File: src/hdl/sim_sram_params.svh
/*
 * Simulation SRAM parameters.
 * Bus widths, SRAM depth, outstanding limit and read-error default.
 */
`ifndef SIM_SRAM_PARAMS_SVH
`define SIM_SRAM_PARAMS_SVH

// Bus address and data width, data width is a multiple of 8.
`define SIM_SRAM_AW 32
`define SIM_SRAM_DW 32

// Number of SRAM words, sets the window size in bytes as depth times 4.
`define SIM_SRAM_DEPTH 16

// In-flight requests allowed through the steer.
`define SIM_SRAM_OUTSTANDING 2

// Reads return stored data unless this is set.
`define SIM_SRAM_ERR_ON_READ 0

`endif

File: src/hdl/sim_sram_pkg.sv
/*
 * Simulation SRAM package.
 * Bus opcode and response-route types shared by the RTL and the testbench.
 */
package sim_sram_pkg;

  // Bus opcodes for both channels.
  // A channel uses Get, PutFullData and PutPartialData.
  // D channel uses AccessAck and AccessAckData.
  // The encodings are kept distinct so one type serves both channels.
  typedef enum logic [2:0] {
    PutFullData    = 3'd0,
    PutPartialData = 3'd1,
    AccessAck      = 3'd2,
    AccessAckData  = 3'd3,
    Get            = 3'd4
  } tl_opcode_e;

  // Destination of an accepted request.
  // The steer keeps one entry per outstanding request to restore order.
  typedef enum logic {
    RouteSram = 1'b0,
    RouteOut  = 1'b1
  } tl_route_e;

endpackage

File: src/hdl/tl_if.sv
/*
 * Simplified TileLink-UL bus interface.
 * Carries the A request channel and the D response channel.
 */
`timescale 1ns/10ps
`include "sim_sram_params.svh"

interface tl_if #(
  parameter int AddrWidth = `SIM_SRAM_AW,
  parameter int DataWidth = `SIM_SRAM_DW
) (
  input logic clk_i,
  input logic rst_ni
);
  import sim_sram_pkg::*;

  // A channel.
  logic                   a_valid;
  logic                   a_ready;
  tl_opcode_e             a_opcode;
  logic [AddrWidth-1:0]   a_address;
  logic [DataWidth-1:0]   a_data;
  logic [DataWidth/8-1:0] a_mask;

  // D channel.
  logic                   d_valid;
  logic                   d_ready;
  tl_opcode_e             d_opcode;
  logic [DataWidth-1:0]   d_data;
  logic                   d_error;

  modport host (
    input  clk_i, rst_ni,
    output a_valid, a_opcode, a_address, a_data, a_mask, d_ready,
    input  a_ready, d_valid, d_opcode, d_data, d_error
  );

  modport device (
    input  clk_i, rst_ni,
    input  a_valid, a_opcode, a_address, a_data, a_mask, d_ready,
    output a_ready, d_valid, d_opcode, d_data, d_error
  );

endinterface

File: src/hdl/sram_1p.sv
/*
 * Single-port SRAM.
 * Bit-masked write, read data registered one cycle after the request.
 */
`timescale 1ns/10ps
`include "sim_sram_params.svh"

module sram_1p #(
  parameter int Depth = `SIM_SRAM_DEPTH
) (
  input  logic                     clk_i,
  input  logic                     req_i,
  input  logic                     write_i,
  input  logic [$clog2(Depth)-1:0] addr_i,
  input  logic [`SIM_SRAM_DW-1:0]  wdata_i,
  input  logic [`SIM_SRAM_DW-1:0]  wmask_i,
  output logic [`SIM_SRAM_DW-1:0]  rdata_o
);

  localparam int DW = `SIM_SRAM_DW;

  logic [DW-1:0] mem [Depth];

  always_ff @(posedge clk_i) begin
    if (req_i) begin
      if (write_i) begin
        // Only bits set in the mask take the new value.
        mem[addr_i] <= (mem[addr_i] & ~wmask_i) | (wdata_i & wmask_i);
      end else begin
        rdata_o <= mem[addr_i];
      end
    end
  end

endmodule

File: src/hdl/tl_sram_adapter.sv
/*
 * Bus to SRAM adapter.
 * Turns each accepted request into one SRAM access and queues the
 * responses in a two-entry FIFO, with a strobe for every write.
 */
`timescale 1ns/10ps
`include "sim_sram_params.svh"

module tl_sram_adapter #(
  parameter bit ErrOnRead = `SIM_SRAM_ERR_ON_READ,
  parameter int Depth     = `SIM_SRAM_DEPTH
) (
  input  logic                          clk_i,
  input  logic                          rst_ni,
  tl_if.device                          bus,

  output logic                          sram_req_o,
  output logic                          sram_we_o,
  output logic [$clog2(Depth)-1:0]      sram_addr_o,
  output logic [`SIM_SRAM_DW-1:0]       sram_wdata_o,
  output logic [`SIM_SRAM_DW-1:0]       sram_wmask_o,
  input  logic [`SIM_SRAM_DW-1:0]       sram_rdata_i,

  output logic                          wr_valid_o,
  output logic [$clog2(Depth)-1:0]      wr_index_o,
  output logic [`SIM_SRAM_DW-1:0]       wr_data_o,
  output logic [`SIM_SRAM_DW/8-1:0]     wr_mask_o
);
  import sim_sram_pkg::*;

  localparam int DW       = `SIM_SRAM_DW;
  localparam int NBytes   = DW / 8;
  localparam int IdxW     = $clog2(Depth);
  localparam int ByteOff  = $clog2(NBytes);
  localparam int RspDepth = 2;

  logic              accept;
  logic              is_write;
  logic [NBytes-1:0] byte_mask;
  logic [DW-1:0]     bit_mask;
  logic [IdxW-1:0]   index;

  logic              pend_q;
  logic              pend_read_q;
  tl_opcode_e        pend_op;
  logic [DW-1:0]     pend_data;
  logic              pend_err;

  tl_opcode_e        rsp_op_q   [RspDepth];
  logic [DW-1:0]     rsp_data_q [RspDepth];
  logic              rsp_err_q  [RspDepth];
  logic              rsp_wr_q;
  logic              rsp_rd_q;
  logic [1:0]        rsp_cnt_q;
  logic [2:0]        rsp_used;
  logic              d_fire;
  logic              rsp_push;
  logic              rsp_pop;

  assign accept   = bus.a_valid && bus.a_ready;
  assign is_write = (bus.a_opcode != Get);
  assign index    = bus.a_address[ByteOff +: IdxW];

  // PutFullData writes every byte whatever the mask says.
  assign byte_mask = (bus.a_opcode == PutFullData) ? '1 : bus.a_mask;

  always_comb begin
    for (int b = 0; b < NBytes; b++) begin
      bit_mask[8*b +: 8] = {8{byte_mask[b]}};
    end
  end

  // SRAM access in the cycle of acceptance.
  assign sram_req_o   = accept;
  assign sram_we_o    = is_write;
  assign sram_addr_o  = index;
  assign sram_wdata_o = bus.a_data;
  assign sram_wmask_o = bit_mask;

  assign wr_valid_o = accept && is_write;
  assign wr_index_o = index;
  assign wr_data_o  = bus.a_data;
  assign wr_mask_o  = byte_mask;

  // Room is needed for the response already in flight.
  assign rsp_used  = {1'b0, rsp_cnt_q} + {2'b00, pend_q};
  assign bus.a_ready = (rsp_used < 3'(RspDepth));

  // Response of the access made last cycle, read data is valid now.
  assign pend_op   = pend_read_q ? AccessAckData : AccessAck;
  assign pend_data = (pend_read_q && !ErrOnRead) ? sram_rdata_i : '0;
  assign pend_err  = pend_read_q && ErrOnRead;

  // Empty FIFO lets the fresh response through in the same cycle.
  assign bus.d_valid  = (rsp_cnt_q != '0) || pend_q;
  assign bus.d_opcode = (rsp_cnt_q != '0) ? rsp_op_q[rsp_rd_q]   : pend_op;
  assign bus.d_data   = (rsp_cnt_q != '0) ? rsp_data_q[rsp_rd_q] : pend_data;
  assign bus.d_error  = (rsp_cnt_q != '0) ? rsp_err_q[rsp_rd_q]  : pend_err;

  assign d_fire   = bus.d_valid && bus.d_ready;
  assign rsp_pop  = d_fire && (rsp_cnt_q != '0);
  assign rsp_push = pend_q && !(d_fire && (rsp_cnt_q == '0));

  always_ff @(posedge clk_i or negedge rst_ni) begin
    if (!rst_ni) begin
      pend_q    <= 1'b0;
      rsp_wr_q  <= 1'b0;
      rsp_rd_q  <= 1'b0;
      rsp_cnt_q <= '0;
    end else begin
      pend_q <= accept;
      if (rsp_push) begin
        rsp_wr_q <= ~rsp_wr_q;
      end
      if (rsp_pop) begin
        rsp_rd_q <= ~rsp_rd_q;
      end
      case ({rsp_push, rsp_pop})
        2'b10:   rsp_cnt_q <= rsp_cnt_q + 1'b1;
        2'b01:   rsp_cnt_q <= rsp_cnt_q - 1'b1;
        default: rsp_cnt_q <= rsp_cnt_q;
      endcase
    end
  end

  always_ff @(posedge clk_i) begin
    pend_read_q <= !is_write;
    if (rsp_push) begin
      rsp_op_q[rsp_wr_q]   <= pend_op;
      rsp_data_q[rsp_wr_q] <= pend_data;
      rsp_err_q[rsp_wr_q]  <= pend_err;
    end
  end

endmodule

File: src/hdl/tl_window_steer.sv
/*
 * Address window steer.
 * Sends each A request to the SRAM or the outgoing port by address and
 * returns D responses to the host in request order.
 */
`timescale 1ns/10ps
`include "sim_sram_params.svh"

module tl_window_steer (
  input  logic                          clk_i,
  input  logic                          rst_ni,
  input  logic [`SIM_SRAM_AW-1:0]       sram_base_i,

  input  logic                          host_a_valid_i,
  output logic                          host_a_ready_o,
  input  sim_sram_pkg::tl_opcode_e      host_a_opcode_i,
  input  logic [`SIM_SRAM_AW-1:0]       host_a_address_i,
  input  logic [`SIM_SRAM_DW-1:0]       host_a_data_i,
  input  logic [`SIM_SRAM_DW/8-1:0]     host_a_mask_i,
  output logic                          host_d_valid_o,
  input  logic                          host_d_ready_i,
  output sim_sram_pkg::tl_opcode_e      host_d_opcode_o,
  output logic [`SIM_SRAM_DW-1:0]       host_d_data_o,
  output logic                          host_d_error_o,

  output logic                          out_a_valid_o,
  input  logic                          out_a_ready_i,
  output sim_sram_pkg::tl_opcode_e      out_a_opcode_o,
  output logic [`SIM_SRAM_AW-1:0]       out_a_address_o,
  output logic [`SIM_SRAM_DW-1:0]       out_a_data_o,
  output logic [`SIM_SRAM_DW/8-1:0]     out_a_mask_o,
  input  logic                          out_d_valid_i,
  output logic                          out_d_ready_o,
  input  sim_sram_pkg::tl_opcode_e      out_d_opcode_i,
  input  logic [`SIM_SRAM_DW-1:0]       out_d_data_i,
  input  logic                          out_d_error_i,

  tl_if.host                            sram_bus
);
  import sim_sram_pkg::*;

  localparam int AW          = `SIM_SRAM_AW;
  localparam int Outstanding = `SIM_SRAM_OUTSTANDING;
  localparam int PtrW        = (Outstanding > 1) ? $clog2(Outstanding) : 1;
  localparam int CntW        = $clog2(Outstanding + 1);
  localparam logic [AW:0] WinBytes = (AW+1)'(`SIM_SRAM_DEPTH * (`SIM_SRAM_DW / 8));

  logic [AW:0]     win_end;
  logic            in_window;
  tl_route_e       a_route;
  tl_route_e       head_route;
  tl_route_e       route_q [Outstanding];
  logic [PtrW-1:0] wr_ptr_q;
  logic [PtrW-1:0] rd_ptr_q;
  logic [CntW-1:0] count_q;
  logic            fifo_full;
  logic            fifo_empty;
  logic            push;
  logic            pop;

  // Window check in one extra bit so a base near the top does not wrap.
  assign win_end   = {1'b0, sram_base_i} + WinBytes;
  assign in_window = ({1'b0, host_a_address_i} >= {1'b0, sram_base_i}) &&
                     ({1'b0, host_a_address_i} < win_end);
  assign a_route   = in_window ? RouteSram : RouteOut;

  assign fifo_full  = (count_q == CntW'(Outstanding));
  assign fifo_empty = (count_q == '0);
  assign head_route = route_q[rd_ptr_q];

  // A channel, combinational to the chosen destination.
  assign out_a_valid_o   = host_a_valid_i && !fifo_full && (a_route == RouteOut);
  assign out_a_opcode_o  = host_a_opcode_i;
  assign out_a_address_o = host_a_address_i;
  assign out_a_data_o    = host_a_data_i;
  assign out_a_mask_o    = host_a_mask_i;

  // The SRAM side sees the offset into the window.
  assign sram_bus.a_valid   = host_a_valid_i && !fifo_full && (a_route == RouteSram);
  assign sram_bus.a_opcode  = host_a_opcode_i;
  assign sram_bus.a_address = host_a_address_i - sram_base_i;
  assign sram_bus.a_data    = host_a_data_i;
  assign sram_bus.a_mask    = host_a_mask_i;

  assign host_a_ready_o = !fifo_full &&
                          ((a_route == RouteSram) ? sram_bus.a_ready : out_a_ready_i);

  // D channel, only the head destination may answer.
  assign sram_bus.d_ready = host_d_ready_i && !fifo_empty && (head_route == RouteSram);
  assign out_d_ready_o    = host_d_ready_i && !fifo_empty && (head_route == RouteOut);

  always_comb begin
    if (head_route == RouteSram) begin
      host_d_valid_o  = !fifo_empty && sram_bus.d_valid;
      host_d_opcode_o = sram_bus.d_opcode;
      host_d_data_o   = sram_bus.d_data;
      host_d_error_o  = sram_bus.d_error;
    end else begin
      host_d_valid_o  = !fifo_empty && out_d_valid_i;
      host_d_opcode_o = out_d_opcode_i;
      host_d_data_o   = out_d_data_i;
      host_d_error_o  = out_d_error_i;
    end
  end

  assign push = host_a_valid_i && host_a_ready_o;
  assign pop  = host_d_valid_o && host_d_ready_i;

  // Order FIFO pointers and fill level.
  always_ff @(posedge clk_i or negedge rst_ni) begin
    if (!rst_ni) begin
      wr_ptr_q <= '0;
      rd_ptr_q <= '0;
      count_q  <= '0;
    end else begin
      if (push) begin
        wr_ptr_q <= (wr_ptr_q == PtrW'(Outstanding - 1)) ? '0 : wr_ptr_q + 1'b1;
      end
      if (pop) begin
        rd_ptr_q <= (rd_ptr_q == PtrW'(Outstanding - 1)) ? '0 : rd_ptr_q + 1'b1;
      end
      case ({push, pop})
        2'b10:   count_q <= count_q + 1'b1;
        2'b01:   count_q <= count_q - 1'b1;
        default: count_q <= count_q;
      endcase
    end
  end

  always_ff @(posedge clk_i) begin
    if (push) begin
      route_q[wr_ptr_q] <= a_route;
    end
  end

endmodule

File: src/hdl/sim_sram.sv
/*
 * Simulation SRAM top level.
 * Sits on an outbound bus port, serves a run-time address window from a
 * local SRAM, passes all other requests on and shows window writes.
 */
`timescale 1ns/10ps
`include "sim_sram_params.svh"

module sim_sram (
  input  logic                                clk_i,
  input  logic                                rst_ni,
  input  logic [`SIM_SRAM_AW-1:0]             sram_base_i,

  input  logic                                host_a_valid_i,
  output logic                                host_a_ready_o,
  input  sim_sram_pkg::tl_opcode_e            host_a_opcode_i,
  input  logic [`SIM_SRAM_AW-1:0]             host_a_address_i,
  input  logic [`SIM_SRAM_DW-1:0]             host_a_data_i,
  input  logic [`SIM_SRAM_DW/8-1:0]           host_a_mask_i,
  output logic                                host_d_valid_o,
  input  logic                                host_d_ready_i,
  output sim_sram_pkg::tl_opcode_e            host_d_opcode_o,
  output logic [`SIM_SRAM_DW-1:0]             host_d_data_o,
  output logic                                host_d_error_o,

  output logic                                out_a_valid_o,
  input  logic                                out_a_ready_i,
  output sim_sram_pkg::tl_opcode_e            out_a_opcode_o,
  output logic [`SIM_SRAM_AW-1:0]             out_a_address_o,
  output logic [`SIM_SRAM_DW-1:0]             out_a_data_o,
  output logic [`SIM_SRAM_DW/8-1:0]           out_a_mask_o,
  input  logic                                out_d_valid_i,
  output logic                                out_d_ready_o,
  input  sim_sram_pkg::tl_opcode_e            out_d_opcode_i,
  input  logic [`SIM_SRAM_DW-1:0]             out_d_data_i,
  input  logic                                out_d_error_i,

  output logic                                sram_wr_valid_o,
  output logic [$clog2(`SIM_SRAM_DEPTH)-1:0]  sram_wr_index_o,
  output logic [`SIM_SRAM_DW-1:0]             sram_wr_data_o,
  output logic [`SIM_SRAM_DW/8-1:0]           sram_wr_mask_o
);

  localparam int IdxW = $clog2(`SIM_SRAM_DEPTH);

  logic                    sram_req;
  logic                    sram_we;
  logic [IdxW-1:0]         sram_addr;
  logic [`SIM_SRAM_DW-1:0] sram_wdata;
  logic [`SIM_SRAM_DW-1:0] sram_wmask;
  logic [`SIM_SRAM_DW-1:0] sram_rdata;

  // Bus between the steer and the adapter.
  tl_if #(
    .AddrWidth(`SIM_SRAM_AW),
    .DataWidth(`SIM_SRAM_DW)
  ) sram_bus (
    .clk_i,
    .rst_ni
  );

  tl_window_steer i_steer (
    .clk_i,
    .rst_ni,
    .sram_base_i,
    .host_a_valid_i,
    .host_a_ready_o,
    .host_a_opcode_i,
    .host_a_address_i,
    .host_a_data_i,
    .host_a_mask_i,
    .host_d_valid_o,
    .host_d_ready_i,
    .host_d_opcode_o,
    .host_d_data_o,
    .host_d_error_o,
    .out_a_valid_o,
    .out_a_ready_i,
    .out_a_opcode_o,
    .out_a_address_o,
    .out_a_data_o,
    .out_a_mask_o,
    .out_d_valid_i,
    .out_d_ready_o,
    .out_d_opcode_i,
    .out_d_data_i,
    .out_d_error_i,
    .sram_bus (sram_bus.host)
  );

  tl_sram_adapter #(
    .ErrOnRead(`SIM_SRAM_ERR_ON_READ),
    .Depth    (`SIM_SRAM_DEPTH)
  ) i_adapter (
    .clk_i,
    .rst_ni,
    .bus         (sram_bus.device),
    .sram_req_o  (sram_req),
    .sram_we_o   (sram_we),
    .sram_addr_o (sram_addr),
    .sram_wdata_o(sram_wdata),
    .sram_wmask_o(sram_wmask),
    .sram_rdata_i(sram_rdata),
    .wr_valid_o  (sram_wr_valid_o),
    .wr_index_o  (sram_wr_index_o),
    .wr_data_o   (sram_wr_data_o),
    .wr_mask_o   (sram_wr_mask_o)
  );

  sram_1p #(
    .Depth(`SIM_SRAM_DEPTH)
  ) i_sram (
    .clk_i,
    .req_i  (sram_req),
    .write_i(sram_we),
    .addr_i (sram_addr),
    .wdata_i(sram_wdata),
    .wmask_i(sram_wmask),
    .rdata_o(sram_rdata)
  );

endmodule

File: config.mk
export PLATFORM = sky130hd
export DESIGN_NAME = sim_sram
export DESIGN_NICKNAME = d
export VERILOG_FILES = /design/src/hdl/sim_sram_pkg.sv /design/src/hdl/tl_if.sv /design/src/hdl/sram_1p.sv /design/src/hdl/tl_sram_adapter.sv /design/src/hdl/tl_window_steer.sv /design/src/hdl/sim_sram.sv
export VERILOG_INCLUDE_DIRS = /design/src /design/src/hdl
export SDC_FILE = /design/constraint.sdc
export NUM_CORES = 1
export LEC_CHECK = 0
export BUFFER_PORTS_ARGS = -buffer_cell sky130_fd_sc_hd__clkbuf_2
export CORE_ASPECT_RATIO = 0.9
export CORE_UTILIZATION = 49
export CTS_CLUSTER_SIZE = 16
export DETAILED_ROUTE_END_ITERATION = 8
export PLACE_DENSITY_LB_ADDON = 0.25
export SETUP_SLACK_MARGIN = 0.1
export SYNTH_ARGS = -nofsm -noshare
export SYNTH_HDL_FRONTEND = slang
export SYNTH_HIERARCHICAL = 1
export SYNTH_SLANG_ARGS = --single-unit
File: constraint.sdc
create_clock -name clk_i -period 4.15 [get_ports clk_i]
set_clock_uncertainty 0.05 [all_clocks]
set_input_delay 0.2075 -clock clk_i [delete_from_list [all_inputs] [get_ports clk_i]]
set_output_delay 0.2075 -clock clk_i [all_outputs]
set_load 0.02 [all_outputs]
==> impl_metrics.ini <==
[pwr]
ir_worst_vdd_mv = 0.334
powerDensity_mw_per_mm2 = 499
power.internal_mw = 12.0
pwr-share-clk = 0.308
power.share.sequential = 0.445
p_leak_nw = 12.3
comb_power_share = 0.247
p_switching_mw = 4.87
swShare = 0.289

[clocking]
clock_sinks = 622
insertion_delay_ns = 0.59
cts_tree = yes
cts_buffers = 59
clockBufferDepth = 3
h-tree-depth = 2
clk_pin_slew_ns = 0.06
cts-root-buf = clkbuf_16

[layout]
instances_no_fill = 2934
fill_cells = 4720
area_growth_pct = 13.8
final_cell_area_sq_mm = 0.0338
nets = 2310
layout-drive-gt1-share = 0.390
final_util = 0.565
regArea_sq_mm = 0.0186
multi_input_area_sq_mm = 0.00878

[global_routing]
gr-total-overflow = 0
antenna_found_initial = 2
grt_start_max_net_pins = 67
grt_pass1_wl_mm = 98.4
grt_pass1_vias = 16200
grt_util_all_layers = 0.213

[sta]
finalHoldViolCount = 0
rsz0062_at_grt = no
tightest_slew_ns = 1.29
setup_slack_ns = 0.310
min_period_ns = 3.84
slew_viol_final = 0
finalSetupViolCount = 0
min_period_over_period = 0.925
setup-tns-final_ns = 0
slew_headroom = 0.142
fmax_mhz = 260

[placement]
placed_area_sq_mm = 0.0318
port_buffers = 296
hpwl_mm = 45.3
post-place-ws_ns = -0.392
post-place-cells = 2820
gp_congestion = 0.854

[setup_path]
end_kind = output port
r2r_slack_ns = 1.67
critical_path.max_fanout = 5
cp.required_ns = 3.89
r2r_cells = 6
r2r_end = i_adapter/rsp_data_q[1][13]
worstPathArrival_ns = 3.58
worstSetupPathType = in -> out
worstReg2RegStart = i_steer/rd_ptr_q
cp-start-kind = input pin
endpoint = sram_wr_valid_o
setup.worst_path.start = sram_base_i[8]

[floorplanning]
pin_count = 297
die_h_um = 236
die-area_sq_mm = 0.0616
initial_core_util = 0.496
die_width_um = 261
fp-row-count = 85
core_sq_mm = 0.0599

[route]
vias = 16200
finalWirelength_mm = 65.5
drt.antenna.violating_nets = 0
wl_per_cell_um = 22.3
initialDrtViolationCount = 1096
drt-pass1-iter-count = 6
via_per_inst = 5.51
wl_met3_mm = 3.14
route.met2.wl_mm = 31.8
wl_met1_mm = 29.2
drc = 0
top_layer = met4

[hold_path]
hold_path_class = in -> reg

[run]
max_cap_violations = 0

[logic_synthesis]
synthCells = 1892
synthesis.area_sq_mm = 0.0297
yosysWarnings = 6
synth.avg_cell_area_sq_um = 15.7

[outcome]
status = complete, no violations
==> worst max-delay path, cell delays in order <==
cell and delay [ns]:
clkbuf_2 0.16, inv_8 0.04, nor3_4 0.17, nand3_2 0.13, nor2_4 0.19, nand2_2 0.10, nor2_4 0.15, nand4_1 0.10
xnor2_1 0.16, ha_1 0.33, and3_4 0.18, a221oi_4 0.28, o21ai_2 0.11, nor3_1 0.22, o2bb2ai_2 0.16, o2bb2ai_4 0.12
nor2_1 0.13, and2_4 0.17, buf_4 0.12, and2_1 0.16, clkbuf_4 0.19
==> state kept, by name, summed over array words and instances, names as in the netlist <==
signal	count
i_adapter/rsp_op_q	2
i_steer/count_q	2
i_adapter/rsp_cnt_q	2
i_adapter/rsp_rd_q	1
i_steer/route_q	2
i_adapter/rsp_data_q	64
i_adapter/pend_q	1
i_sram/rdata_o	32
i_sram/mem	512
i_steer/wr_ptr_q	1
i_adapter/rsp_wr_q	1
i_steer/rd_ptr_q	1
i_adapter/pend_read_q	1
==> power by group through the flow <==
| stage | Combinational [mW] | Clock (mW) | Sequential (mW) |
|---|---|---|---|
| floorplan | 2.97 | 0 | 7.52 |
| global placement | 4.12 | 0 | 7.63 |
| detailed placement | 4.17 | 0 | 7.64 |
| CTS | 4.19 | 5.29 | 7.50 |
| global route | 4.46 | 5.52 | 7.52 |
| finish | 4.16 | 5.20 | 7.50 |
==> what timing repair did <==
action | in CTS | in global routing
buffers inserted | 0 | 2
gates resized for setup | 1 | 5
setup endpoints to repair | 1 | 178
endpoints found under the hold margin | 10 | 0
pin swaps | 1 | 4
hold buffers | 3 | 0
==> worst min path at each step <==
stage	startpoint	end	slack [ns]	cells after the start
4_1_cts	host_a_data_i[3]	i_sram/mem[9][3]	0.09	3
6_report	host_a_data_i[3]	i_sram/mem[9][3]	0.11	3
5_1_grt	host_a_data_i[3]	i_sram/mem[9][3]	0.11	3
2_1_floorplan	rst_ni	i_adapter/pend_q	-0.14	0
3_5_place_dp	rst_ni	i_steer/rd_ptr_q	0.04	1
3_3_place_gp	rst_ni	i_steer/rd_ptr_q	0.03	1
==> metrics by stage <==
step                      hold WS, ns  power [mW]
after floorplan                -0.138        10.5
after global placement         0.0343        11.7
after detailed placement       0.0360        11.8
after CTS                      0.0942        17.0
after global routing            0.109        17.5
final                           0.114        16.9
==> area by class of cell <==
class / instances / area share
Tap cell: 783 / 0.0290
Antenna cell: 1 / 0.0000740
Inverter: 75 / 0.00862
Multi-Input combinational cell: 892 / 0.260
Clock inverter: 36 / 0.00888
Clock buffer: 72 / 0.0464
Sequential cell: 622 / 0.551
Timing Repair Buffer: 453 / 0.0964
==> cell usage in the layout, fill, tap and decap left out, drive strengths merged, types with 55 or more instances in the layout <==
| cell type | n |
|---|---|
| mux2 | 100 |
| clkbuf | 368 |
| edfxtp | 612 |
| and2 | 68 |
| nor2 | 76 |
| buf | 154 |
| inv | 74 |
| mux4 | 64 |
| mux2i | 100 |
| nand2 | 55 |
| ha | 61 |
==> per-layer routing <==
metal,up-vias,GRT usage
li1,7478,-
met1,8163,0.296
met2,441,0.348
met3,82,0.0351
met4,0,0.0516
met5,-,0
(Power assumes the default switching activity.)
